File: src/common/clint_defs.svh
`ifndef CLINT_DEFS_SVH
`define CLINT_DEFS_SVH

// ------------------------------------------------------------
// Bus widths
// ------------------------------------------------------------
`define CLINT_ADDR_W 32
`define CLINT_DATA_W 32
`define CLINT_ID_W   4

// ------------------------------------------------------------
// Register map
// ------------------------------------------------------------

// mtime words, low word first
`define CLINT_MTIME_LO 32'h0200_0000
`define CLINT_MTIME_HI 32'h0200_0004

// Compare register and software interrupt
`define CLINT_CMP_LO   32'h0200_0008
`define CLINT_CMP_HI   32'h0200_000C
`define CLINT_MSIP     32'h0200_0010

// Compare value out of reset, far away so no timer interrupt fires
`define CLINT_CMP_RESET 64'hFFFF_FFFF_FFFF_FFFF

`endif
File: src/common/clint_pkg.sv
// Shared types for the CLINT bus slave and register block
package clint_pkg;

    // ------------------------------------------------------------
    // Bus channel state machines
    // ------------------------------------------------------------

    // Same encoding for the read side and the write side
    typedef enum logic [1:0] {
        IDLE   = 2'd0,   // Ready for a new request
        RESP   = 2'd1,   // Holding an OKAY response
        REJECT = 2'd2    // Holding a SLVERR response
    } bus_state_t;

    // AXI response codes, only the two this slave returns
    typedef enum logic [1:0] {
        OKAY   = 2'd0,
        SLVERR = 2'd2
    } axi_resp_t;

    // ------------------------------------------------------------
    // Decoded register select
    // ------------------------------------------------------------
    typedef enum logic [2:0] {
        MTIME_LO = 3'd0,
        MTIME_HI = 3'd1,
        CMP_LO   = 3'd2,
        CMP_HI   = 3'd3,
        MSIP     = 3'd4,
        NONE     = 3'd5   // Unmapped address
    } reg_sel_t;

endpackage

File: src/hw/clint_top.sv
`timescale 1ns/1ps
`include "clint_defs.svh"

module clint_top (
    input  logic                       clock,
    input  logic                       reset,
    // AR channel
    input  logic [`CLINT_ADDR_W-1:0]   araddr,
    input  logic                       arvalid,
    output logic                       arready,
    input  logic [`CLINT_ID_W-1:0]     arid,
    input  logic [7:0]                 arlen,
    input  logic [2:0]                 arsize,
    input  logic [1:0]                 arburst,
    // R channel
    output logic [`CLINT_DATA_W-1:0]   rdata,
    output logic [1:0]                 rresp,
    output logic                       rvalid,
    output logic                       rlast,
    output logic [`CLINT_ID_W-1:0]     rid,
    input  logic                       rready,
    // AW channel
    input  logic [`CLINT_ADDR_W-1:0]   awaddr,
    input  logic                       awvalid,
    output logic                       awready,
    input  logic [`CLINT_ID_W-1:0]     awid,
    input  logic [7:0]                 awlen,
    input  logic [2:0]                 awsize,
    input  logic [1:0]                 awburst,
    // W channel
    input  logic [`CLINT_DATA_W-1:0]   wdata,
    input  logic [`CLINT_DATA_W/8-1:0] wstrb,
    input  logic                       wvalid,
    output logic                       wready,
    input  logic                       wlast,
    // B channel
    output logic [1:0]                 bresp,
    output logic                       bvalid,
    output logic [`CLINT_ID_W-1:0]     bid,
    input  logic                       bready,
    // Interrupts
    output logic                       timer_irq,
    output logic                       soft_irq
);
    import clint_pkg::*;

    // ------------------------------------------------------------
    // Decoded register interface
    // ------------------------------------------------------------
    reg_sel_t                   rd_sel;
    logic [`CLINT_DATA_W-1:0]   rd_data;
    logic                       wr_en;
    reg_sel_t                   wr_sel;
    logic [`CLINT_DATA_W-1:0]   wr_data;
    logic [`CLINT_DATA_W/8-1:0] wr_strb;

    // Port names match the bus and the register interface
    clint_axi_slave u_axi_slave (.*);

    // Timer, compare and msip
    clint_regs u_regs (.*);

endmodule

File: src/clint/clint_axi_slave.sv
`timescale 1ns/1ps
`include "clint_defs.svh"

module clint_axi_slave (
    input  logic                       clock,
    input  logic                       reset,
    // AR channel
    input  logic [`CLINT_ADDR_W-1:0]   araddr,
    input  logic                       arvalid,
    output logic                       arready,
    input  logic [`CLINT_ID_W-1:0]     arid,
    input  logic [7:0]                 arlen,
    input  logic [2:0]                 arsize,
    input  logic [1:0]                 arburst,
    // R channel
    output logic [`CLINT_DATA_W-1:0]   rdata,
    output logic [1:0]                 rresp,
    output logic                       rvalid,
    output logic                       rlast,
    output logic [`CLINT_ID_W-1:0]     rid,
    input  logic                       rready,
    // AW channel
    input  logic [`CLINT_ADDR_W-1:0]   awaddr,
    input  logic                       awvalid,
    output logic                       awready,
    input  logic [`CLINT_ID_W-1:0]     awid,
    input  logic [7:0]                 awlen,
    input  logic [2:0]                 awsize,
    input  logic [1:0]                 awburst,
    // W channel
    input  logic [`CLINT_DATA_W-1:0]   wdata,
    input  logic [`CLINT_DATA_W/8-1:0] wstrb,
    input  logic                       wvalid,
    output logic                       wready,
    input  logic                       wlast,
    // B channel
    output logic [1:0]                 bresp,
    output logic                       bvalid,
    output logic [`CLINT_ID_W-1:0]     bid,
    input  logic                       bready,
    // Register block side
    output clint_pkg::reg_sel_t        rd_sel,
    input  logic [`CLINT_DATA_W-1:0]   rd_data,
    output logic                       wr_en,
    output clint_pkg::reg_sel_t        wr_sel,
    output logic [`CLINT_DATA_W-1:0]   wr_data,
    output logic [`CLINT_DATA_W/8-1:0] wr_strb
);
    import clint_pkg::*;

    bus_state_t rd_state;
    bus_state_t wr_state;
    reg_sel_t   ar_sel;
    reg_sel_t   aw_sel;
    logic       ar_reject;
    logic       aw_reject;
    logic       wr_accept;

    // Address decode, exact word match only
    function automatic reg_sel_t decode(input logic [`CLINT_ADDR_W-1:0] addr);
        case (addr)
            `CLINT_MTIME_LO: decode = MTIME_LO;
            `CLINT_MTIME_HI: decode = MTIME_HI;
            `CLINT_CMP_LO:   decode = CMP_LO;
            `CLINT_CMP_HI:   decode = CMP_HI;
            `CLINT_MSIP:     decode = MSIP;
            default:         decode = NONE;
        endcase
    endfunction

    // ------------------------------------------------------------
    // Read side
    // ------------------------------------------------------------
    assign ar_sel    = decode(araddr);
    assign ar_reject = (ar_sel == NONE) || (arlen != 8'd0);
    // Register block looks up the live address
    assign rd_sel    = ar_sel;

    assign arready = (rd_state == IDLE);
    assign rvalid  = (rd_state != IDLE);
    // Single beat, so every beat is the last
    assign rlast   = rvalid;
    assign rresp   = (rd_state == REJECT) ? SLVERR : OKAY;

    always_ff @(posedge clock) begin
        if (reset) begin
            rd_state <= IDLE;
        end else begin
            case (rd_state)
                IDLE: begin
                    if (arvalid) begin
                        if (ar_reject) rd_state <= REJECT;
                        else           rd_state <= RESP;
                    end
                end
                RESP, REJECT: begin
                    if (rready) rd_state <= IDLE;
                end
                default: rd_state <= IDLE;
            endcase
        end
    end

    // Capture data and ID at the AR handshake
    always_ff @(posedge clock) begin
        if (arvalid && arready) begin
            rdata <= ar_reject ? '0 : rd_data;
            rid   <= arid;
        end
    end

    // ------------------------------------------------------------
    // Write side
    // ------------------------------------------------------------
    assign aw_sel    = decode(awaddr);
    assign aw_reject = (aw_sel == NONE) || (awlen != 8'd0);

    // AW and W taken together on one edge
    assign wr_accept = (wr_state == IDLE) && awvalid && wvalid;
    assign awready   = wr_accept;
    assign wready    = wr_accept;

    assign bvalid = (wr_state != IDLE);
    assign bresp  = (wr_state == REJECT) ? SLVERR : OKAY;

    always_ff @(posedge clock) begin
        if (reset) begin
            wr_state <= IDLE;
            wr_en    <= 1'b0;
        end else begin
            // Commit pulse, none for a rejected write
            wr_en <= wr_accept && !aw_reject;
            case (wr_state)
                IDLE: begin
                    if (wr_accept) begin
                        if (aw_reject) wr_state <= REJECT;
                        else           wr_state <= RESP;
                    end
                end
                RESP, REJECT: begin
                    if (bready) wr_state <= IDLE;
                end
                default: wr_state <= IDLE;
            endcase
        end
    end

    // Write payload and ID
    always_ff @(posedge clock) begin
        if (wr_accept) begin
            wr_sel  <= aw_sel;
            wr_data <= wdata;
            wr_strb <= wstrb;
            bid     <= awid;
        end
    end

endmodule

File: src/clint/clint_regs.sv
`timescale 1ns/1ps
`include "clint_defs.svh"

module clint_regs (
    input  logic                       clock,
    input  logic                       reset,
    // Read port, data returned in the same cycle
    input  clint_pkg::reg_sel_t        rd_sel,
    output logic [`CLINT_DATA_W-1:0]   rd_data,
    // Write port, one-cycle pulse from the bus slave
    input  logic                       wr_en,
    input  clint_pkg::reg_sel_t        wr_sel,
    input  logic [`CLINT_DATA_W-1:0]   wr_data,
    input  logic [`CLINT_DATA_W/8-1:0] wr_strb,
    // Interrupts to the core
    output logic                       timer_irq,
    output logic                       soft_irq
);
    import clint_pkg::*;

    // Timer as two words, carry goes low to high
    logic [`CLINT_DATA_W-1:0]   mtime_lo;
    logic [`CLINT_DATA_W-1:0]   mtime_hi;
    logic [2*`CLINT_DATA_W-1:0] mtimecmp;
    logic                       msip;

    logic                       mtime_wr;
    logic                       lo_carry;

    // Byte merge under strobe
    function automatic logic [`CLINT_DATA_W-1:0] merge(
        input logic [`CLINT_DATA_W-1:0]   old_word,
        input logic [`CLINT_DATA_W-1:0]   new_word,
        input logic [`CLINT_DATA_W/8-1:0] strb
    );
        logic [`CLINT_DATA_W-1:0] result;
        result = old_word;
        for (int i = 0; i < `CLINT_DATA_W/8; i++) begin
            if (strb[i]) begin
                result[8*i +: 8] = new_word[8*i +: 8];
            end
        end
        return result;
    endfunction

    // Any mtime write freezes the count for that edge
    assign mtime_wr = wr_en && (wr_sel == MTIME_LO || wr_sel == MTIME_HI);
    assign lo_carry = (mtime_lo == '1);

    // ------------------------------------------------------------
    // mtime counter
    // ------------------------------------------------------------
    always_ff @(posedge clock) begin
        if (reset) begin
            mtime_lo <= '0;
        end else if (wr_en && wr_sel == MTIME_LO) begin
            mtime_lo <= merge(mtime_lo, wr_data, wr_strb);
        end else if (!mtime_wr) begin
            // Wraps to zero on carry
            mtime_lo <= mtime_lo + 1'b1;
        end
    end

    always_ff @(posedge clock) begin
        if (reset) begin
            mtime_hi <= '0;
        end else if (wr_en && wr_sel == MTIME_HI) begin
            mtime_hi <= merge(mtime_hi, wr_data, wr_strb);
        end else if (!mtime_wr && lo_carry) begin
            mtime_hi <= mtime_hi + 1'b1;
        end
    end

    // ------------------------------------------------------------
    // Compare register and msip
    // ------------------------------------------------------------
    always_ff @(posedge clock) begin
        if (reset) begin
            mtimecmp <= `CLINT_CMP_RESET;
            msip     <= 1'b0;
        end else if (wr_en) begin
            case (wr_sel)
                CMP_LO: mtimecmp[`CLINT_DATA_W-1:0] <=
                    merge(mtimecmp[`CLINT_DATA_W-1:0], wr_data, wr_strb);
                CMP_HI: mtimecmp[2*`CLINT_DATA_W-1:`CLINT_DATA_W] <=
                    merge(mtimecmp[2*`CLINT_DATA_W-1:`CLINT_DATA_W], wr_data, wr_strb);
                // Only bit 0 is kept
                MSIP: if (wr_strb[0]) msip <= wr_data[0];
                default: ;
            endcase
        end
    end

    // Registered compare, one edge behind the counter
    always_ff @(posedge clock) begin
        if (reset) begin
            timer_irq <= 1'b0;
        end else begin
            timer_irq <= ({mtime_hi, mtime_lo} >= mtimecmp);
        end
    end

    assign soft_irq = msip;

    // Read mux
    always_comb begin
        case (rd_sel)
            MTIME_LO: rd_data = mtime_lo;
            MTIME_HI: rd_data = mtime_hi;
            CMP_LO:   rd_data = mtimecmp[`CLINT_DATA_W-1:0];
            CMP_HI:   rd_data = mtimecmp[2*`CLINT_DATA_W-1:`CLINT_DATA_W];
            MSIP:     rd_data = {{(`CLINT_DATA_W-1){1'b0}}, msip};
            default:  rd_data = '0;
        endcase
    end

endmodule

File: config.mk
export PLATFORM = sky130hd
export DESIGN_NAME = clint_top
export DESIGN_NICKNAME = d
export VERILOG_FILES = /design/src/common/clint_pkg.sv /design/src/hw/clint_top.sv /design/src/clint/clint_axi_slave.sv /design/src/clint/clint_regs.sv
export VERILOG_INCLUDE_DIRS = /design/src /design/src/common
export SDC_FILE = /design/constraint.sdc
export NUM_CORES = 1
export LEC_CHECK = 0
export BUFFER_PORTS_ARGS = -buffer_cell sky130_fd_sc_hd__buf_4
export CORE_MARGIN = 2
export CORE_UTILIZATION = 32
export CTS_CLUSTER_DIAMETER = 120
export CTS_CLUSTER_SIZE = 12
export DETAILED_ROUTE_END_ITERATION = 6
export HOLD_SLACK_MARGIN = 0.08
export SETUP_SLACK_MARGIN = 0.05
export SLEW_MARGIN = 0
export SYNTH_ARGS = -nofsm -noshare
export SYNTH_HDL_FRONTEND = slang
export SYNTH_HIERARCHICAL = 1
export SYNTH_SLANG_ARGS = --single-unit
File: constraint.sdc
create_clock -name clock -period 2.1 [get_ports clock]
set_input_delay 0 -clock clock [delete_from_list [all_inputs] [get_ports clock]]
set_output_delay 0 -clock clock [all_outputs]
set_load 0.01 [all_outputs]
After elaboration in Yosys (flattened, before gate mapping)
Index checks and enable logic that the tools add are counted.
- eq/ne operators: 38
- reduce and logical (&&, ||, !) cells: 43
- order comparisons: 1
- add/sub/neg operators: 2
- mux-type cells: 21
- operators with widths (operator ; count):
    32-bit by 26-bit == test with 1-bit output (second input constant) ; 10
    32-bit case mux with 5 select lines ; 1
    32-bit two-way mux ; 4
    32-bit by 1-bit adder with 32-bit output (second input constant) ; 2
    64-bit greater-or-equal comparator ; 1
    32-bit == test (second input constant) ; 1
    8-bit two-way mux ; 4
    3-bit case mux with 5 select lines ; 2
    3-bit AND reduction ; 9
    2-bit inequality test (second input constant) ; 12
    2-bit AND reduction ; 10
    2-bit two-way mux ; 8
    8-bit nonzero test ; 2
    3-bit by 2-bit == test with 1-bit output (second input constant) ; 4
    3-bit == test (second input constant) ; 4
    1-bit logical AND ; 8
    2-bit case mux with 2 select lines ; 2
    3-bit by 1-bit == test with 1-bit output (second input constant) ; 2
    3-bit logical NOT ; 2
    2-bit nonzero test ; 3
    2-bit by 1-bit == test with 1-bit output (second input constant) ; 2
    2-bit == test (second input constant) ; 2
    2-bit logical NOT ; 2
    2-bit OR reduction ; 2
    other kinds (3) ; 6
- word-level logic and storage cells: 132
- register bits: 214
- bits of input ports: 142
- output and inout port bits: 52

Depth between registers and ports, before layout
- depth after elaboration: 7
- depth in mapped cells: 10
- gate-level depth less buffers: 8

By module
Netlist, hierarchy kept.
- modules (own cells, without submodules) (module ; instances ; cells an instance ; area an instance (µm²) ; sequential area each (µm²)):
    clint_regs ; 1 ; 1120 ; 8465.6 ; 2602.5
    clint_axi_slave ; 1 ; 197 ; 3191.8 ; 2472.4

Worst setup path after synthesis
OpenSTA, ideal clock, no wires.
- path type: reg2reg
- start: reg u_regs.mtime_lo[15]
- end: reg u_regs.mtime_hi[28]
- data arrival time: 2.069 ns
- required time: 1.997 ns
- path buffers: 2
- stages on the path, launching flop included: 9
- period minus slack after synthesis: 2.173 ns
- slack: -0.073 ns
- library setup time: 0.103 ns
- cell sequence: dfxtp_1 -> and3_1 -> buf_4 -> nand4_1 -> or4_1 -> buf_6 -> o21ai_4 -> o21ai_0 -> a2111oi_2
- cells in the longest elaborated chain, start to end: 4
- ends and longest elaborated chain (element ; line ; RTL):
    from (decl) ; clint_regs.sv:22 ; logic [`CLINT_DATA_W-1:0] mtime_lo;
    from (signal assigned) ; clint_regs.sv:57 ; mtime_lo <= merge(mtime_lo, wr_data, wr_strb);
    from (signal assigned) ; clint_regs.sv:60 ; mtime_lo <= mtime_lo + 1'b1;
    32-bit == test ; clint_regs.sv:48 ; assign lo_carry = (mtime_lo == '1);
    1-bit logical AND ; clint_regs.sv:69 ; end else if (!mtime_wr && lo_carry) begin
    2-bit nonzero test (no source line) ; n/a ;
    2-bit AND reduction (no source line) ; n/a ;
    to (signal assigned) ; clint_regs.sv:68 ; mtime_hi <= merge(mtime_hi, wr_data, wr_strb);
    to (signal assigned) ; clint_regs.sv:70 ; mtime_hi <= mtime_hi + 1'b1;
    to (decl) ; clint_regs.sv:23 ; logic [`CLINT_DATA_W-1:0] mtime_hi;
No other way between the ends.
A chain may end at the register's enable or synchronous reset.

Worst setup path after layout
- start: reg u_regs.mtime_lo[15]
- end: reg u_regs.mtime_hi[13]
The elaborated chain is that of the path after synthesis.

==> run_results.csv <==
group,metric,value,unit
power_and_ir_drop,share_seq_of_total_power,51.5,%
grt,grt-ovfl-total,0,
logic_synthesis,syn_area,0.0117,mm²
cells_and_area,syn2layout_area_growth,44.0,%
sta,grt_setup_unrepaired,"yes",
grt,first_global_vias,11800,
die,io_pins,194,
logic_synthesis,ys_async_sr_fraction,0,%
placed_design,hpwl,29600,µm
sta,layout_min_cycle_time,2.21,ns
grt,grt_pass1_wl,64700,µm
power_and_ir_drop,internal_power,6.66,mW
route,route.antenna.remaining_nets,0,
clocking,clock_buffer_depth,3,
sta,max_clock_freq,452,MHz
grt,largest_net_degree_at_the_start_of_global_routing,47,
clocking,cts_tree,"yes",
logic_synthesis,synth-warning-count,6,
sta,timing.max_slew.rel_slack,53.7,%
setup_path,setup.reg_to_reg.worst_slack,-0.11,ns
power_and_ir_drop,pwr_per_cell_area,518,mW/mm²
hold_path,worstHoldStart,"araddr[23]",
hold_path,hold_path.class,"input port to register",
sta,worst_slew_pin_slew,0.693,ns
setup_path,cp-start-kind,"register",
cells_and_area,filler_cell_count,3403,
logic_synthesis,ys.flop_type,"sky130_fd_sc_hd__dfxtp_1",
setup_path,cp_slowest_stage_delay,0.58,ns
sta,maxSlewViolCount,0,
setup_path,cpMostUsedCell,"sky130_fd_sc_hd__buf_12",
job,cap_violations,0,
grt,grt_antenna_before_repair,0,
sta,timing.final.ws_setup,-0.115,ns
setup_path,timing.critical_path.slowest_stage_cell,"sky130_fd_sc_hd__or4_4",
cells_and_area,drive_gt1_share,30.1,%
placed_design,buffer_ports.inserted,180,
logic_synthesis,postSynthRegisterBits,214,
power_and_ir_drop,ir_worst_vdd,0.485,mV
die,placement_rows,69,
sta,worst_clock_skew_on_the_final_layout,0.0119,ns
outcome,violations,"negative setup slack",
route,drt_drc_violations_left,0,
logic_synthesis,portion_of_synthesized_cell_area_occupied_by_the_leading_cell_type,23.2,%
route,dr_total_vias,11800,
setup_path,worst-path-max-fanout,8,
placed_design,place_congestion,0.891,
power_and_ir_drop,combPwrFrac,7.4,%
cells_and_area,antenna_cells,0,
logic_synthesis,yosysTopAreaCell,"sky130_fd_sc_hd__dfxtp_1",
setup_path,cp_data_required_time,2.52,ns
grt,globalRouteTotalUtil,21.3,%
route,routed_wirelength,42100,µm
sta,post-route-period-util,105,%
logic_synthesis,seq_area_frac_synth,43.5,%
die,die_height,195,µm
power_and_ir_drop,switchingPower,2.03,mW
logic_synthesis,yosys.cell_types.count,68,
die,die_area,0.0380,mm²
logic_synthesis,synth_enable_flop_cells,79,
setup_path,setup.worst_path.start,"u_regs/mtime_lo[15]",
clocking,ctsHtreeMaxLevel,1,
setup_path,cpLargestDelayFamily,"simple AND/OR/NAND/NOR gates",
route,routed_wire_length_per_instance,19.2,µm
sta,timing.final.setup_violations,26,
clocking,cts_root_buffer,"sky130_fd_sc_hd__clkbuf_16",
power_and_ir_drop,sw_frac_of_total,23.3,%
cells_and_area,num-nets-final,1923,
sta,min_hold_slack,0.0937,ns
setup_path,crit_buf_inv,2,
route,drtPass1Iterations,7,
clocking,num_cts_buffers,21,
power_and_ir_drop,design_power_total,8.69,mW
clocking,clock_sink_count,214,
route,viasPerCell,5.41,
logic_synthesis,netlist_instances,1317,
setup_path,critical_path_sink_type,"register",
logic_synthesis,postSynthAreaPerCell,8.85,µm²
outcome,run_status,"finished with violations",
setup_path,path_cells,"and3_4, nand4_1, or4_4, buf_12, o21ai_4, buf_12, a21oi_1, a211oi_1",
clocking,clock_latency_late_sink,0.51,ns
die,fp.coreArea,0.0357,mm²
setup_path,type_of_the_worst_setup_path,"register to register",
clocking,path_clk_slew,0.07,ns
die,die_w,195,µm
power_and_ir_drop,leakage,7.17,nW
die,initial_utilization,32.6,%
setup_path,worstPathArrival,2.64,ns
logic_synthesis,synth_top_cells_by_area,"sky130_fd_sc_hd__dfxtp_1 (23%), sky130_fd_sc_hd__edfxtp_1 (20%), sky130_fd_sc_hd__ha_1 (7.5%)",
route,first_iter_violations,954,
setup_path,reg2reg_from,"u_regs/mtime_lo[15]",
power_and_ir_drop,clock_power_share,41.1,%
sta,hold_violations,0,
## worst register-to-register path: stages, from the launching register on
cell	delay, ns
sky130_fd_sc_hd__dfxtp_4	0.37
sky130_fd_sc_hd__and3_4	0.20
sky130_fd_sc_hd__nand4_1	0.12
sky130_fd_sc_hd__or4_4	0.58
sky130_fd_sc_hd__buf_12	0.18
sky130_fd_sc_hd__o21ai_4	0.23
sky130_fd_sc_hd__buf_12	0.19
sky130_fd_sc_hd__a21oi_1	0.08
sky130_fd_sc_hd__a211oi_1	0.19
## power by group through the flow
stage               combinational (mW)  sequential, mW  clock, mW
finish                           0.643            4.48       3.57
global route                     0.692            4.48       3.83
CTS                              0.638            4.48       3.69
detailed placement               0.537            4.57          0
global placement                 0.532            4.57          0
floorplan                        0.143            4.55          0
## kinds of logic (layout without fill, tap and decap cells)
group | Yosys count | count (layout) | synth area share [%]
other | 1 | 2 | 0.0322
multiplexers | 6 | 6 | 0.655
flip-flops | 214 | 214 | 43.5
XOR/XNOR | 1 | 1 | 0.0751
AO/OA/AOI/OAI | 381 | 381 | 21.9
buffers and inverters | 154 | 561 | 5.55
AND/OR/NAND/NOR | 490 | 490 | 20.8
adder cells (fa/ha/maj) | 70 | 70 | 7.51
## layout make-up
| cell class | instances | area [µm²] | share of cell area [%] |
|---|---|---|---|
| multi-input combinational | 950 | 6420 | 38.2 |
| inverter | 83 | 312 | 1.86 |
| sequential | 214 | 5110 | 30.4 |
| timing repair buffer | 441 | 3780 | 22.5 |
| clock buffer | 37 | 596 | 3.55 |
| tap | 461 | 577 | 3.44 |
## layout by cell type (no fill, tap or decap), types with 66 or more instances in the layout
cell type                       instances
sky130_fd_sc_hd__edfxtp_1              79
sky130_fd_sc_hd__dfxtp_1              116
sky130_fd_sc_hd__o211ai_1              66
sky130_fd_sc_hd__nand2_1              186
sky130_fd_sc_hd__buf_4                338
sky130_fd_sc_hd__inv_1                 81
sky130_fd_sc_hd__ha_1                  66
sky130_fd_sc_hd__dlygate4sd3_1         68
sky130_fd_sc_hd__a21oi_1               73
sky130_fd_sc_hd__nor2_1                67
## per-stage QoR
| stage | instance area, µm² | util (%) | instances | TNS [ns] | setup slack [ns] |
|---|---|---|---|---|---|
| 5_1_grt | 16800 | 47.0 | 2186 | -3.22 | -0.187 |
| 3_3_place_gp | 14700 | 41.0 | 2052 | -25.60 | -0.837 |
| 2_1_floorplan | 11700 | - | 1318 | -0.0101 | -0.0101 |
| 3_5_place_dp | 14700 | 41.1 | 2052 | -13.83 | -0.440 |
| 4_1_cts | 16300 | 45.5 | 2171 | -0.257 | -0.0455 |
| 6_report | 16800 | 47.0 | 2186 | -1.57 | -0.115 |
## sequential cells by signal, indices dropped and copies added, names as in the netlist
signal	count
u_axi_slave/bid	4
u_axi_slave/rd_state	2
u_axi_slave/rdata	32
u_axi_slave/rid	4
u_axi_slave/wr_data	32
u_axi_slave/wr_en	1
u_axi_slave/wr_sel	3
u_axi_slave/wr_state	2
u_axi_slave/wr_strb	4
u_regs/mtime_hi	32
u_regs/mtime_lo	32
u_regs/mtimecmp	64
u_regs/soft_irq	1
u_regs/timer_irq	1
## timing repair
item / CTS / global route
cloned: 0 / 3
resized for setup: 56 / 87
endpoints found under the setup margin: 38 / 83
pin swaps: 30 / 29
endpoints found under the hold margin: 70 / 0
setup buffers: 14 / 12
hold buffers: 69 / 0
## layer usage
metal	track usage [%]	share of wire [%]	vias up
met3	2.52	5.9	67
met2	37.4	48	442
met4	5.85	2.7	0
met1	27.5	43	5647
li1	-	-	5671
met5	0	0	-
## final timing paths
path,to,cells past startpoint
min,u_axi_slave/rd_state[1],5
max reg2reg,u_regs/mtime_hi[13],8
max,u_regs/mtime_hi[13],8
min reg2reg,u_regs/mtime_hi[5],2
## synth_stat cells (4+ instances only)
cell and instances:
sky130_fd_sc_hd__or3_1 4, sky130_fd_sc_hd__nor3_1 31, sky130_fd_sc_hd__ha_1 70, sky130_fd_sc_hd__nand2_1 192, sky130_fd_sc_hd__nand3_1 39, sky130_fd_sc_hd__o21ai_0 62
sky130_fd_sc_hd__dfxtp_1 135, sky130_fd_sc_hd__nand2b_1 5, sky130_fd_sc_hd__o22ai_1 6, sky130_fd_sc_hd__a221oi_1 7, sky130_fd_sc_hd__or4_1 4, sky130_fd_sc_hd__a21oi_1 89
sky130_fd_sc_hd__a31oi_1 13, sky130_fd_sc_hd__and4_1 4, sky130_fd_sc_hd__o31ai_1 4, sky130_fd_sc_hd__a21o_1 8, sky130_fd_sc_hd__o32ai_1 7, sky130_fd_sc_hd__nor4_1 20
sky130_fd_sc_hd__a2111oi_0 5, sky130_fd_sc_hd__edfxtp_1 79, sky130_fd_sc_hd__nor2b_1 5, sky130_fd_sc_hd__and2_1 42, sky130_fd_sc_hd__nor2_1 72, sky130_fd_sc_hd__nand4_1 28
sky130_fd_sc_hd__buf_6 6, sky130_fd_sc_hd__a211oi_1 24, sky130_fd_sc_hd__clkbuf_1 51, sky130_fd_sc_hd__and3_1 15, sky130_fd_sc_hd__a22oi_1 64, sky130_fd_sc_hd__buf_2 4
sky130_fd_sc_hd__o211ai_1 66, sky130_fd_sc_hd__o21a_1 4, sky130_fd_sc_hd__nor3b_1 5, sky130_fd_sc_hd__or2_2 6, sky130_fd_sc_hd__buf_4 5, sky130_fd_sc_hd__buf_1 5
sky130_fd_sc_hd__inv_1 82
(Power assumes the default switching activity.)
